===== config.mk =====
export PLATFORM = sky130hd
export DESIGN_NAME = xm_regs_top
export DESIGN_NICKNAME = d
export VERILOG_FILES = /design/src/xm_pkg.sv /design/src/bus_strobe_sync.sv /design/src/tenth_ms_timer.sv /design/src/xm_access_ctrl.sv /design/src/xm_ctrl_regs.sv /design/src/xm_regs_top.sv
export SDC_FILE = /design/constraint.sdc
export NUM_CORES = 1
export LEC_CHECK = 0
export ABC_AREA = 1
export ABC_CLOCK_PERIOD_IN_PS = 2500
export BUFFER_PORTS_ARGS = -buffer_cell sky130_fd_sc_hd__buf_2
export CORE_MARGIN = 4
export CORE_UTILIZATION = 37
export CTS_CLUSTER_SIZE = 28
export DETAILED_ROUTE_END_ITERATION = 10
export SLEW_MARGIN = 0
export SYNTH_ARGS = -nofsm -noshare
export SYNTH_HDL_FRONTEND = slang
export SYNTH_SLANG_ARGS = --single-unit

===== constraint.sdc =====
create_clock -name clk -period 2.5 [get_ports clk]
set_input_delay 0.5 -clock clk [delete_from_list [all_inputs] [get_ports clk]]
set_output_delay 0.5 -clock clk [all_outputs]
set_load 0.01 [all_outputs]

===== src/xm_pkg.sv =====
// shared types, register map and timer constants of the host register block
`default_nettype none

package xm_pkg;

    typedef logic [15:0] word_t;            // register or memory word
    typedef logic [15:0] addr_t;            // vram or xr address
    typedef logic [7:0]  byte_t;            // host bus byte
    typedef logic [6:0]  intr_t;            // interrupt vector

    // host visible register numbers, 12..15 read as zero
    typedef enum logic [3:0] {
        XM_SYS_CTRL = 4'h0,                 // busy, nibble write mask
        XM_INT_CTRL = 4'h1,                 // intr mask, status, clear
        XM_TIMER    = 4'h2,                 // tenth ms timer
        XM_RD_XADDR = 4'h3,                 // xr read address
        XM_WR_XADDR = 4'h4,                 // xr write address
        XM_XDATA    = 4'h5,                 // xr data port
        XM_RD_INCR  = 4'h6,                 // vram read increment
        XM_RD_ADDR  = 4'h7,                 // vram read address
        XM_WR_INCR  = 4'h8,                 // vram write increment
        XM_WR_ADDR  = 4'h9,                 // vram write address
        XM_DATA     = 4'hA,                 // vram data port
        XM_DATA_2   = 4'hB                  // second vram data port
    } xm_reg_e;

    // one synchronised bus access
    typedef struct packed {
        logic    wr_stb;                    // one cycle write strobe
        logic    rd_stb;                    // one cycle read strobe
        xm_reg_e reg_num;                   // held until next access
        logic    bytesel;                   // 0 even (high) byte, 1 odd
        byte_t   data;                      // write byte
    } bus_req_t;

    // vram / xr request, held until ack
    typedef struct packed {
        logic       vram_sel;
        logic       xr_sel;
        logic       wr;                     // 1 write, 0 read
        logic [3:0] wrmask;                 // nibble enables, vram only
        addr_t      addr;
        word_t      data;
    } mem_req_t;

    // readable access state
    typedef struct packed {
        addr_t rd_xaddr;
        addr_t wr_xaddr;
        word_t rd_incr;
        addr_t rd_addr;
        word_t wr_incr;
        addr_t wr_addr;
        word_t vram_rdata;                  // prefetched vram word
        word_t xr_rdata;                    // prefetched xr word
        logic  busy;                        // request or step in flight
    } xm_ptrs_t;

    localparam logic       CS_ACTIVE    = 1'b0;     // chip select low active
    localparam logic [3:0] WRMASK_RESET = 4'b1111;  // all nibbles written

    // 10 kHz from 25.125 MHz pixel clock, reduced fraction 2/5025
    localparam int TIMER_CLK_REDUCED = 5025;
    localparam int TIMER_HZ_REDUCED  = 2;
    localparam int TIMER_FRAC_W      = $clog2(TIMER_CLK_REDUCED) + 1;

endpackage

`default_nettype wire


===== src/bus_strobe_sync.sv =====
// chip select synchroniser, falling edge detect and bus field capture
`default_nettype none

module bus_strobe_sync (
    input  wire logic        clk,
    input  wire logic        reset_i,
    input  wire logic        bus_cs_n_i,        // async chip select
    input  wire logic        bus_rd_nwr_i,      // 1 read, 0 write
    input  wire logic [3:0]  bus_reg_num_i,     // register number
    input  wire logic        bus_bytesel_i,     // 0 even, 1 odd
    input  wire logic [7:0]  bus_data_i,        // write byte
    output xm_pkg::bus_req_t bus_req_o          // strobes and captured fields
);
    import xm_pkg::*;

    logic [1:0] cs_sync;                        // two flop synchroniser
    logic       cs_prev;                        // previous synced level
    logic       cs_fall;                        // access begins
    logic       wr_stb;
    logic       rd_stb;
    xm_reg_e    reg_num;
    logic       bytesel;
    byte_t      data;

    assign cs_fall = (cs_sync[1] == CS_ACTIVE) && (cs_prev != CS_ACTIVE);

    always_ff @(posedge clk) begin
        if (reset_i) begin
            cs_sync <= {2{~CS_ACTIVE}};         // start deselected
            cs_prev <= ~CS_ACTIVE;
            wr_stb  <= 1'b0;
            rd_stb  <= 1'b0;
        end else begin
            cs_sync <= {cs_sync[0], bus_cs_n_i};
            cs_prev <= cs_sync[1];
            wr_stb  <= cs_fall && !bus_rd_nwr_i; // one strobe per access
            rd_stb  <= cs_fall && bus_rd_nwr_i;
        end
    end

    // host holds fields stable while selected, so sample raw
    always_ff @(posedge clk) begin
        if (cs_fall) begin
            reg_num <= xm_reg_e'(bus_reg_num_i);
            bytesel <= bus_bytesel_i;
            data    <= bus_data_i;
        end
    end

    always_comb begin
        bus_req_o.wr_stb  = wr_stb;
        bus_req_o.rd_stb  = rd_stb;
        bus_req_o.reg_num = reg_num;            // stays valid for read mux
        bus_req_o.bytesel = bytesel;
        bus_req_o.data    = data;
    end

endmodule

`default_nettype wire


===== src/tenth_ms_timer.sv =====
// tenth millisecond timer, fractional clock divider and tick counter
`default_nettype none

module tenth_ms_timer (
    input  wire logic     clk,
    input  wire logic     reset_i,
    output xm_pkg::word_t timer_o               // free running tick count
);
    import xm_pkg::*;

    logic [TIMER_FRAC_W-1:0] frac;              // fractional accumulator
    logic                    tick;

    assign tick = !frac[TIMER_FRAC_W-1];        // top bit clear, time to step

    always_ff @(posedge clk) begin
        if (reset_i) begin
            frac    <= '0;
            timer_o <= '0;
        end else if (tick) begin
            // add hz and take back the clock count in one step
            frac    <= frac + TIMER_FRAC_W'(TIMER_HZ_REDUCED - TIMER_CLK_REDUCED);
            timer_o <= timer_o + 1'b1;
        end else begin
            frac    <= frac + TIMER_FRAC_W'(TIMER_HZ_REDUCED);
        end
    end

endmodule

`default_nettype wire


===== src/xm_access_ctrl.sv =====
// vram and xr address registers, request issue, ack handling and prefetch
`default_nettype none

module xm_access_ctrl (
    input  wire logic             clk,
    input  wire logic             reset_i,
    input  wire xm_pkg::bus_req_t bus_req_i,    // synced bus access
    input  wire logic [3:0]       wrmask_i,     // current nibble mask
    output xm_pkg::mem_req_t      mem_req_o,    // held until ack
    input  wire logic             vram_ack_i,
    input  wire logic             xr_ack_i,
    input  wire xm_pkg::word_t    vram_data_i,
    input  wire xm_pkg::word_t    xr_data_i,
    output xm_pkg::xm_ptrs_t      ptrs_o        // readable state
);
    import xm_pkg::*;

    addr_t      rd_xaddr;
    addr_t      wr_xaddr;
    word_t      rd_incr;
    addr_t      rd_addr;
    word_t      wr_incr;
    addr_t      wr_addr;
    byte_t      data_even;                      // DATA high byte hold
    byte_t      xdata_even;                     // XDATA high byte hold
    word_t      vram_rdata;
    word_t      xr_rdata;

    logic       vram_sel;
    logic       xr_sel;
    logic       mem_wr;
    logic [3:0] mem_wrmask;
    addr_t      mem_addr;
    word_t      mem_wdata;

    logic       rd_step;                        // pointer steps after ack
    logic       wr_step;
    logic       xrd_step;
    logic       xwr_step;

    logic       odd_wr;
    logic       odd_rd;
    logic       is_data;
    logic       vram_rd_go;
    logic       vram_wr_go;
    logic       xr_rd_go;
    logic       xr_wr_go;
    logic       vram_done;
    logic       xr_done;

    // write one byte of a word, even byte is the high one
    function automatic word_t put_byte(input word_t cur, input logic odd, input byte_t b);
        return odd ? {cur[15:8], b} : {b, cur[7:0]};
    endfunction

    assign odd_wr     = bus_req_i.wr_stb && bus_req_i.bytesel;
    assign odd_rd     = bus_req_i.rd_stb && bus_req_i.bytesel;
    assign is_data    = (bus_req_i.reg_num == XM_DATA) || (bus_req_i.reg_num == XM_DATA_2);
    assign vram_rd_go = (odd_wr && bus_req_i.reg_num == XM_RD_ADDR) || (odd_rd && is_data);
    assign vram_wr_go = odd_wr && is_data;
    assign xr_rd_go   = (odd_wr && bus_req_i.reg_num == XM_RD_XADDR)
                     || (odd_rd && bus_req_i.reg_num == XM_XDATA);
    assign xr_wr_go   = odd_wr && bus_req_i.reg_num == XM_XDATA;
    assign vram_done  = vram_sel && vram_ack_i;
    assign xr_done    = xr_sel && xr_ack_i;

    always_ff @(posedge clk) begin
        if (reset_i) begin
            vram_sel <= 1'b0;
            xr_sel   <= 1'b0;
            mem_wr   <= 1'b0;
            rd_step  <= 1'b0;
            wr_step  <= 1'b0;
            xrd_step <= 1'b0;
            xwr_step <= 1'b0;
            rd_xaddr <= '0;
            wr_xaddr <= '0;
            rd_incr  <= '0;
            rd_addr  <= '0;
            wr_incr  <= '0;
            wr_addr  <= '0;
        end else begin
            rd_step  <= vram_done && !mem_wr;   // step one cycle after ack
            wr_step  <= vram_done && mem_wr;
            xrd_step <= xr_done && !mem_wr;
            xwr_step <= xr_done && mem_wr;
            if (vram_done || xr_done) begin
                vram_sel <= 1'b0;
                xr_sel   <= 1'b0;
                mem_wr   <= 1'b0;
            end

            if (rd_step) rd_addr <= rd_addr + rd_incr;
            if (wr_step) wr_addr <= wr_addr + wr_incr;
            if (xrd_step) rd_xaddr <= rd_xaddr + 1'b1;  // xr always by one
            if (xwr_step) wr_xaddr <= wr_xaddr + 1'b1;

            if (bus_req_i.wr_stb) begin
                case (bus_req_i.reg_num)
                    XM_RD_XADDR: rd_xaddr <= put_byte(rd_xaddr, bus_req_i.bytesel, bus_req_i.data);
                    XM_WR_XADDR: wr_xaddr <= put_byte(wr_xaddr, bus_req_i.bytesel, bus_req_i.data);
                    XM_RD_INCR:  rd_incr  <= put_byte(rd_incr, bus_req_i.bytesel, bus_req_i.data);
                    XM_RD_ADDR:  rd_addr  <= put_byte(rd_addr, bus_req_i.bytesel, bus_req_i.data);
                    XM_WR_INCR:  wr_incr  <= put_byte(wr_incr, bus_req_i.bytesel, bus_req_i.data);
                    XM_WR_ADDR:  wr_addr  <= put_byte(wr_addr, bus_req_i.bytesel, bus_req_i.data);
                    default: begin
                    end
                endcase
            end

            // host waits for busy low, so never overlaps a request
            if (vram_rd_go || vram_wr_go) vram_sel <= 1'b1;
            if (xr_rd_go || xr_wr_go) xr_sel <= 1'b1;
            if (vram_rd_go || vram_wr_go || xr_rd_go || xr_wr_go) begin
                mem_wr <= vram_wr_go || xr_wr_go;
            end
        end
    end

    // request payload, holds and prefetched words
    always_ff @(posedge clk) begin
        if (vram_done && !mem_wr) vram_rdata <= vram_data_i;
        if (xr_done && !mem_wr) xr_rdata <= xr_data_i;
        if (bus_req_i.wr_stb && !bus_req_i.bytesel) begin
            if (is_data) data_even <= bus_req_i.data;
            if (bus_req_i.reg_num == XM_XDATA) xdata_even <= bus_req_i.data;
        end
        if (vram_rd_go) begin
            // new low byte on RD_ADDR write, stepped address on DATA read
            mem_addr <= bus_req_i.wr_stb ? {rd_addr[15:8], bus_req_i.data} : rd_addr;
        end
        if (xr_rd_go) begin
            mem_addr <= bus_req_i.wr_stb ? {rd_xaddr[15:8], bus_req_i.data} : rd_xaddr;
        end
        if (vram_wr_go) begin
            mem_addr   <= wr_addr;
            mem_wdata  <= {data_even, bus_req_i.data};
            mem_wrmask <= wrmask_i;             // mask at issue time
        end
        if (xr_wr_go) begin
            mem_addr   <= wr_xaddr;
            mem_wdata  <= {xdata_even, bus_req_i.data};
            mem_wrmask <= 4'b1111;              // xr writes whole word
        end
    end

    always_comb begin
        mem_req_o.vram_sel = vram_sel;
        mem_req_o.xr_sel   = xr_sel;
        mem_req_o.wr       = mem_wr;
        mem_req_o.wrmask   = mem_wrmask;
        mem_req_o.addr     = mem_addr;
        mem_req_o.data     = mem_wdata;

        ptrs_o.rd_xaddr    = rd_xaddr;
        ptrs_o.wr_xaddr    = wr_xaddr;
        ptrs_o.rd_incr     = rd_incr;
        ptrs_o.rd_addr     = rd_addr;
        ptrs_o.wr_incr     = wr_incr;
        ptrs_o.wr_addr     = wr_addr;
        ptrs_o.vram_rdata  = vram_rdata;
        ptrs_o.xr_rdata    = xr_rdata;
        ptrs_o.busy        = vram_sel || xr_sel || rd_step || wr_step || xrd_step || xwr_step;
    end

endmodule

`default_nettype wire


===== src/xm_ctrl_regs.sv =====
// SYS_CTRL, INT_CTRL and timer latch registers, bus read mux
`default_nettype none

module xm_ctrl_regs (
    input  wire logic             clk,
    input  wire logic             reset_i,
    input  wire xm_pkg::bus_req_t bus_req_i,    // synced bus access
    input  wire xm_pkg::xm_ptrs_t ptrs_i,       // access state to read back
    input  wire xm_pkg::word_t    timer_i,      // live timer
    input  wire xm_pkg::intr_t    intr_status_i,
    output logic [3:0]            wrmask_o,     // vram nibble mask
    output xm_pkg::intr_t         intr_mask_o,
    output xm_pkg::intr_t         intr_clear_o, // one cycle clear strobe
    output xm_pkg::byte_t         bus_data_o
);
    import xm_pkg::*;

    byte_t timer_lo;                            // low byte frozen on even read
    word_t rd_word;                             // selected register word

    always_ff @(posedge clk) begin
        if (reset_i) begin
            wrmask_o     <= WRMASK_RESET;
            intr_mask_o  <= '0;
            intr_clear_o <= '0;
        end else begin
            intr_clear_o <= '0;                 // pulse only
            if (bus_req_i.wr_stb) begin
                case (bus_req_i.reg_num)
                    XM_SYS_CTRL: begin
                        if (bus_req_i.bytesel) wrmask_o <= bus_req_i.data[3:0];
                    end
                    XM_INT_CTRL: begin
                        if (bus_req_i.bytesel) begin
                            intr_clear_o <= bus_req_i.data[6:0];
                        end else begin
                            intr_mask_o  <= bus_req_i.data[6:0];
                        end
                    end
                    default: begin
                    end
                endcase
            end
        end
    end

    // even read of any register, so high then low timer bytes pair up
    always_ff @(posedge clk) begin
        if (bus_req_i.rd_stb && !bus_req_i.bytesel) timer_lo <= timer_i[7:0];
    end

    always_comb begin
        case (bus_req_i.reg_num)
            XM_SYS_CTRL: rd_word = {ptrs_i.busy, 11'b0, wrmask_o};
            XM_INT_CTRL: rd_word = {1'b0, intr_mask_o, 1'b0, intr_status_i};
            XM_TIMER:    rd_word = {timer_i[15:8], timer_lo};   // high byte live
            XM_RD_XADDR: rd_word = ptrs_i.rd_xaddr;
            XM_WR_XADDR: rd_word = ptrs_i.wr_xaddr;
            XM_XDATA:    rd_word = ptrs_i.xr_rdata;
            XM_RD_INCR:  rd_word = ptrs_i.rd_incr;
            XM_RD_ADDR:  rd_word = ptrs_i.rd_addr;
            XM_WR_INCR:  rd_word = ptrs_i.wr_incr;
            XM_WR_ADDR:  rd_word = ptrs_i.wr_addr;
            XM_DATA,
            XM_DATA_2:   rd_word = ptrs_i.vram_rdata;
            default:     rd_word = '0;          // 12..15 unused
        endcase
        bus_data_o = bus_req_i.bytesel ? rd_word[7:0] : rd_word[15:8];
    end

endmodule

`default_nettype wire


===== src/xm_regs_top.sv =====
// host register block top, bus sync, timer, access control and control regs
`default_nettype none

module xm_regs_top (
    input  wire logic          clk,
    input  wire logic          reset_i,
    input  wire logic          bus_cs_n_i,      // chip select, low active
    input  wire logic          bus_rd_nwr_i,    // 1 read, 0 write
    input  wire logic [3:0]    bus_reg_num_i,   // register number
    input  wire logic          bus_bytesel_i,   // 0 even, 1 odd
    input  wire logic [7:0]    bus_data_i,
    output xm_pkg::byte_t      bus_data_o,
    output xm_pkg::mem_req_t   mem_req_o,       // vram / xr request
    input  wire logic          vram_ack_i,
    input  wire logic          xr_ack_i,
    input  wire xm_pkg::word_t vram_data_i,
    input  wire xm_pkg::word_t xr_data_i,
    input  wire xm_pkg::intr_t intr_status_i,
    output xm_pkg::intr_t      intr_mask_o,
    output xm_pkg::intr_t      intr_clear_o
);
    import xm_pkg::*;

    bus_req_t   bus_req;                        // strobes to both decoders
    xm_ptrs_t   ptrs;
    word_t      timer;
    logic [3:0] wrmask;

    bus_strobe_sync bus_strobe_sync_i (
        .clk           (clk),
        .reset_i       (reset_i),
        .bus_cs_n_i    (bus_cs_n_i),
        .bus_rd_nwr_i  (bus_rd_nwr_i),
        .bus_reg_num_i (bus_reg_num_i),
        .bus_bytesel_i (bus_bytesel_i),
        .bus_data_i    (bus_data_i),
        .bus_req_o     (bus_req)
    );

    tenth_ms_timer tenth_ms_timer_i (
        .clk     (clk),
        .reset_i (reset_i),
        .timer_o (timer)
    );

    xm_access_ctrl xm_access_ctrl_i (           // registers 3..11
        .clk         (clk),
        .reset_i     (reset_i),
        .bus_req_i   (bus_req),
        .wrmask_i    (wrmask),
        .mem_req_o   (mem_req_o),
        .vram_ack_i  (vram_ack_i),
        .xr_ack_i    (xr_ack_i),
        .vram_data_i (vram_data_i),
        .xr_data_i   (xr_data_i),
        .ptrs_o      (ptrs)
    );

    xm_ctrl_regs xm_ctrl_regs_i (               // registers 0..2 and read mux
        .clk           (clk),
        .reset_i       (reset_i),
        .bus_req_i     (bus_req),
        .ptrs_i        (ptrs),
        .timer_i       (timer),
        .intr_status_i (intr_status_i),
        .wrmask_o      (wrmask),
        .intr_mask_o   (intr_mask_o),
        .intr_clear_o  (intr_clear_o),
        .bus_data_o    (bus_data_o)
    );

endmodule

`default_nettype wire


=== Word level (Yosys, flattened, before mapping) ===
Index checks and enable logic that the tools add are counted.

* Input bits: 58
* Bits in registers: 261
* Output and inout port bits: 61
* Word-level logic and storage cells: 149

* Eq/ne operators: 19
* Muxes and demuxes: 28
* Bitwise logic cells: 4
* Reductions and logical operators: 52
* Add/sub/neg operators: 7

{| class="wikitable"
|+ Operators with widths
! cell !! number
|-
| 16-bit 2-to-1 mux || 19
|-
| 16-bit one-hot mux with 11 select lines || 1
|-
| 16-bit by 1-bit adder with 16-bit output (second input constant) || 3
|-
| 16-bit adder || 2
|-
| 8-bit 2-to-1 mux || 3
|-
| 3-bit != test (second input constant) || 8
|-
| 1-bit logical AND || 19
|-
| 3-bit AND reduction || 6
|-
| 4-bit by 3-bit == test with 1-bit output (second input constant) || 4
|-
| 4-bit == test (second input constant) || 4
|-
| 14-bit adder (second input constant) || 1
|-
| 14-bit by 2-bit adder with 14-bit output (second input constant) || 1
|-
| 1-bit logical OR || 14
|-
| 14-bit 2-to-1 mux || 1
|-
| 4-bit by 2-bit == test with 1-bit output (second input constant) || 2
|-
| 2-bit nonzero test || 4
|-
| 4-bit by 1-bit == test with 1-bit output (second input constant) || 1
|-
| 4-bit logical NOT || 1
|-
| 1-bit 2-to-1 mux || 4
|-
| 1-bit NOT || 4
|-
| 2-bit AND reduction || 2
|-
| 4-bit nonzero test || 1
|-
| 4-bit OR reduction || 1
|-
| 1-bit logical NOT || 3
|-
| 2-bit OR reduction || 1
|}

=== Longest topological paths before layout ===
* Depth in word-level cells: 8
* Mapped depth: 12
* Gate-level depth less buffers: 12

=== By module ===
From an unflattened synthesis, not the netlist that was laid out.

* Cell total of the unflattened synthesis: 2,128
* Area total of the unflattened synthesis: 15,021.9 µm²

{| class="wikitable"
|+ By module, submodules not included
! module !! area each (µm²) !! cells an instance !! times used !! seq. area each (µm²)
|-
| xm_access_ctrl || 10,219.8 || 1,362 || 1 || 4,544.4
|-
| xm_ctrl_regs || 2,508.7 || 463 || 1 || 600.6
|-
| tenth_ms_timer || 1,727.9 || 270 || 1 || 600.6
|-
| bus_strobe_sync || 565.5 || 33 || 1 || 490.5
|}

=== Worst setup path before layout ===
OpenSTA, ideal clock, no wires.

* Path type: reg2reg
* Start point: reg bus_strobe_sync_i.bytesel
* End point: reg xm_access_ctrl_i.data_even[0] (enable)
* Stages on the path, launching flop included: 6
* Required time: 2.117 ns
* Period minus slack after synthesis: 1.999 ns
* Setup time: 0.383 ns
* Arrival: 1.615 ns
* Slack: 0.501 ns
* Path buffers: 2
* Cell sequence: edfxtp_1 > buf_2 > nor2_4 > buf_2 > inv_2 > nor3_1

* Cells in the longest elaborated chain, start to end: 3

{| class="wikitable"
|+ RTL lines
! element !! RTL line !! text
|-
| from (decl) || bus_strobe_sync.sv:22 || <nowiki>logic bytesel;</nowiki>
|-
| from (signal assigned) || bus_strobe_sync.sv:45 || <nowiki>bytesel <= bus_bytesel_i;</nowiki>
|-
| 1-bit logical NOT || xm_access_ctrl.sv:124 || <nowiki>if (bus_req_i.wr_stb && !bus_req_i.bytesel) begin</nowiki>
|-
| 1-bit logical AND || xm_access_ctrl.sv:124 ||
|-
| 2-bit AND reduction (no source line) || -- ||
|-
| to (signal assigned) || xm_access_ctrl.sv:125 || <nowiki>if (is_data) data_even <= bus_req_i.data;</nowiki>
|-
| to (decl) || xm_access_ctrl.sv:24 || <nowiki>byte_t data_even;</nowiki>
|}

No other way between the ends.
A chain may end at the register's enable or synchronous reset.

=== Worst setup path in the final report ===
* Start point: reg bus_strobe_sync_i.reg_num[0]
* End point: out bus_data_o[7]

* Cells in the longest elaborated chain, start to end: 4
* Elaborated cells on any way between the ends: 15
* Classes of those cells: eq/ne (11); mux (2); reduce/logical (2)

{| class="wikitable"
|+ RTL lines
! element !! RTL line !! text
|-
| from (decl) || bus_strobe_sync.sv:21 || <nowiki>xm_reg_e reg_num;</nowiki>
|-
| from (signal assigned) || bus_strobe_sync.sv:44 || <nowiki>reg_num <= xm_reg_e'(bus_reg_num_i);</nowiki>
|-
| 4-bit == test || xm_ctrl_regs.sv:53 || <nowiki>case (bus_req_i.reg_num)</nowiki>
|-
| 2-bit OR reduction || xm_ctrl_regs.sv:53 ||
|-
| 16-bit one-hot mux with 11 select lines * || xm_ctrl_regs.sv:53 ||
|-
| 8-bit 2-to-1 mux * || xm_ctrl_regs.sv:68 || <nowiki>bus_data_o = bus_req_i.bytesel ? rd_word[7:0] : rd_word[15:8];</nowiki>
|-
| to (decl) || xm_regs_top.sv:12 || <nowiki>output xm_pkg::byte_t bus_data_o,</nowiki>
|}

Every way passes the cells marked *; elsewhere a longest branch is shown, timed or not.

==> impl_metrics.json <==
{
  "floorplan.rows": 72,
  "p_leak_uw": 0.00792,
  "place_inst": 2697,
  "grt_pass1_vias": 14000,
  "crit_fanout": 5,
  "viasPerCell": 5.34,
  "yosys.area_share.xor_xnor": 0.0118,
  "setup.worst_path.start_class": "register",
  "r2r_cells": 10,
  "finalSetupViolCount": 8,
  "yosys.area_share.simple": 0.267,
  "r2r-start": "bus_strobe_sync_i.reg_num[2]",
  "cts_tree": "done",
  "antennaDiodeCount": 0,
  "period_needed_ps": 2860,
  "status": "finished, violations left",
  "final_hold_viol_count": 0,
  "skew_ps": 17.9,
  "cp_data_arrival_time_ps": 2360,
  "initial_core_util": 0.378,
  "synth_compound_area_frac": 0.159,
  "htreeDepth": 1,
  "pin_count": 119,
  "grt_overflow_total": 0,
  "hp-class": "in -> reg",
  "maxSlewHeadroom": 0.518,
  "startpoint": "bus_strobe_sync_i.reg_num[0]",
  "hold_ws_ps": 78.8,
  "synth_edf_count": 101,
  "drc_errors": 0,
  "syn-cell-area_sq_um": 14800,
  "rrSetupSlack_ps": 100,
  "switching_share": 0.229,
  "syn_nets": 2164,
  "num_vias": 14800,
  "die_area_sq_um": 43200,
  "p_per_area_nw_per_um2": 539,
  "synth_mux_area_frac": 0,
  "synthAdderAreaFrac": 0.0323,
  "die_h_um": 208,
  "rr_endpoint": "xm_access_ctrl_i.mem_addr[0]",
  "grt_max_degree": 56,
  "antenna_found_initial": 3,
  "drv_cap": 0,
  "grtUsageTotal": 0.269,
  "post-route-util": 0.460,
  "path_clk_slew_ps": 70,
  "drive_above_1_share": 0.170,
  "rsz0062_at_grt": "true",
  "pwr-share-comb": 0.043,
  "fillers": 4040,
  "ys_warn_count": 0,
  "power.internal_uw": 7460,
  "drtPass1Iterations": 5,
  "ant_nets": 0,
  "ctsLongestPathBuffers": 3,
  "clock_power_share": 0.491,
  "cts_hold_buf": 0,
  "p_switching_uw": 2220,
  "cp_data_required_time_ps": 2000,
  "synthCells": 2069,
  "die_x_um": 208,
  "endpoint": "bus_data_o[7]",
  "maxSlewViolCount": 0,
  "routed_wl_mm": 60.3,
  "first_iter_violations": 1270,
  "p_seq_frac": 0.465,
  "min_from": "bus_data_i[4]",
  "core_sq_um": 39100,
  "fmax_mhz": 350,
  "ys_types": 50,
  "synth-seq-area-share": 0.422,
  "finalPower_uw": 9680,
  "ys_seq_elements": 261,
  "dp_worst_setup_slack_ps": 129,
  "synth_top_family_by_area": "simple AND/OR/NAND/NOR gates",
  "syn-mean-instance-area_sq_um": 7.15,
  "tightest_slew_ps": 717,
  "fin_cells": 2775,
  "dpl.hpwl_mm": 47.4,
  "ys.flop_type": "dfxtp_1",
  "portBuffers": 118,
  "wl_per_cell_um": 21.7,
  "peakVddDrop_mv": 0.467,
  "path_class": "reg -> out",
  "num-nets-final": 2328,
  "cts.sinks": 261,
  "clk_latency_ps": 590,
  "critPathCaptureType": "output port",
  "syn_to_final_growth_pct": 21.5,
  "period_share": 1.14,
  "cts_buffers": 30,
  "cts_root_buffer": "clkbuf_16",
  "globalplace.congestion": 1.02,
  "grt_pass1_wl_mm": 89.2,
  "async_flop_share": 0,
  "violations": "negative setup slack",
  "setup_ws_ps": -360
}
==> kinds of logic (layout without fill, tap and decap cells) <==
kind of cell | count (synthesis) | after routing
fa+ha+maj | 37 | 37
xor+xnor | 20 | 20
compound gates | 424 | 424
flops | 261 | 261
buf+inv | 392 | 577
simple gates | 935 | 938
==> cells in the final DEF (no fill, tap or decap), types with 32 or more instances in the layout <==
cell,synthesis,final
edfxtp_1,101,101
nand2_1,587,567
buf_2,32,112
nand3_1,110,110
buf_4,14,69
dfxtp_1,160,160
inv_1,296,290
a21oi_1,158,153
nor2_1,139,129
o21ai_0,164,146
clkbuf_16,0,32
ha_1,35,35
==> worst max-delay path, stage by stage (launching register included) <==
cell	delay [ps]
edfxtp_1	480
inv_1	120
nand2_2	90
nor2_4	220
buf_8	180
nand2_2	80
o21ai_2	90
buf_4	130
nor2_1	30
nand4_1	80
nand2_1	60
nand2_2	100
buf_6	100
==> registers in the layout, summed over array words and instances (netlist names), 14 cells and up <==
signal	flops
tenth_ms_timer_i.frac	14
xm_access_ctrl_i.vram_rdata	16
xm_access_ctrl_i.mem_addr	16
xm_access_ctrl_i.wr_incr	16
tenth_ms_timer_i.timer_o	16
xm_access_ctrl_i.xr_rdata	16
xm_access_ctrl_i.wr_xaddr	16
xm_access_ctrl_i.rd_incr	16
xm_access_ctrl_i.wr_addr	16
xm_access_ctrl_i.mem_wdata	16
xm_access_ctrl_i.rd_xaddr	16
xm_access_ctrl_i.rd_addr	16
==> synth_stat cells, types with 14 or more instances <==
library cell  count  share of area
edfxtp_1        101           0.21
nand4_1          23         0.0097
dfxtp_1         160           0.22
buf_2            32          0.011
inv_2            17         0.0043
nand2_1         587           0.15
buf_4            14         0.0071
ha_1             35          0.030
nand3_1         110          0.037
xor2_1           14         0.0083
a21oi_1         158          0.053
o22ai_1          36          0.015
nor2_1          139          0.035
nor3_1           29         0.0098
o21ai_0         164          0.056
clkbuf_1         23         0.0058
inv_1           296          0.075
==> per-layer routing <==
layer  part of all wire  track usage  vias to the layer above
met5            0.00037            0                        -
met4              0.047        0.105                        4
met3              0.083       0.0459                      125
met2               0.44        0.428                      603
met1               0.43        0.368                     7001
li1                   -            -                     7093
==> power groups by stage <==
stage / clock, uW / combinational, uW / sequential, uW
floorplan: 0 / 213 / 4570
global placement: 0 / 367 / 4590
detailed placement: 0 / 373 / 4590
CTS: 4830 / 397 / 4500
global route: 5020 / 461 / 4510
finish: 4750 / 420 / 4500
==> layout make-up <==
| type | instances | area, sq um | share of cell area |
|---|---|---|---|
| sequential | 261 | 6240 | 0.347 |
| timing repair buffer | 206 | 1460 | 0.0810 |
| clock buffer | 38 | 822 | 0.0458 |
| multi-input combinational | 1419 | 7340 | 0.409 |
| tap | 518 | 648 | 0.0361 |
| clock inverter | 18 | 253 | 0.0141 |
| inverter | 315 | 1210 | 0.0675 |
==> stage by stage <==
| step | area, sq um | TNS, ps |
|---|---|---|
| 2_1_floorplan | 14800 | 0 |
| 3_3_place_gp | 16200 | 0 |
| 3_5_place_dp | 16200 | 0 |
| 4_1_cts | 17600 | -2530 |
| 5_1_grt | 18000 | -3230 |
| 6_report | 18000 | -2590 |
==> timing repair <==
action	in CTS	in global routing
setup buffers	8	10
gates cloned	1	3
endpoints found under the setup margin	8	8
gates resized for setup	96	37
pin swaps	20	22
==> worst min path at each step <==
stage	end	slack, ps	depth (start not counted)
3_3_place_gp	bus_strobe_sync_i.rd_stb	430	2
4_1_cts	bus_strobe_sync_i.data[4]	60	1
6_report	bus_strobe_sync_i.data[4]	80	1
3_5_place_dp	bus_strobe_sync_i.rd_stb	430	2
2_1_floorplan	bus_strobe_sync_i.cs_sync[1]	390	1
5_1_grt	bus_strobe_sync_i.data[1]	60	1
Note: power is estimated with default switching activity, not from simulation.
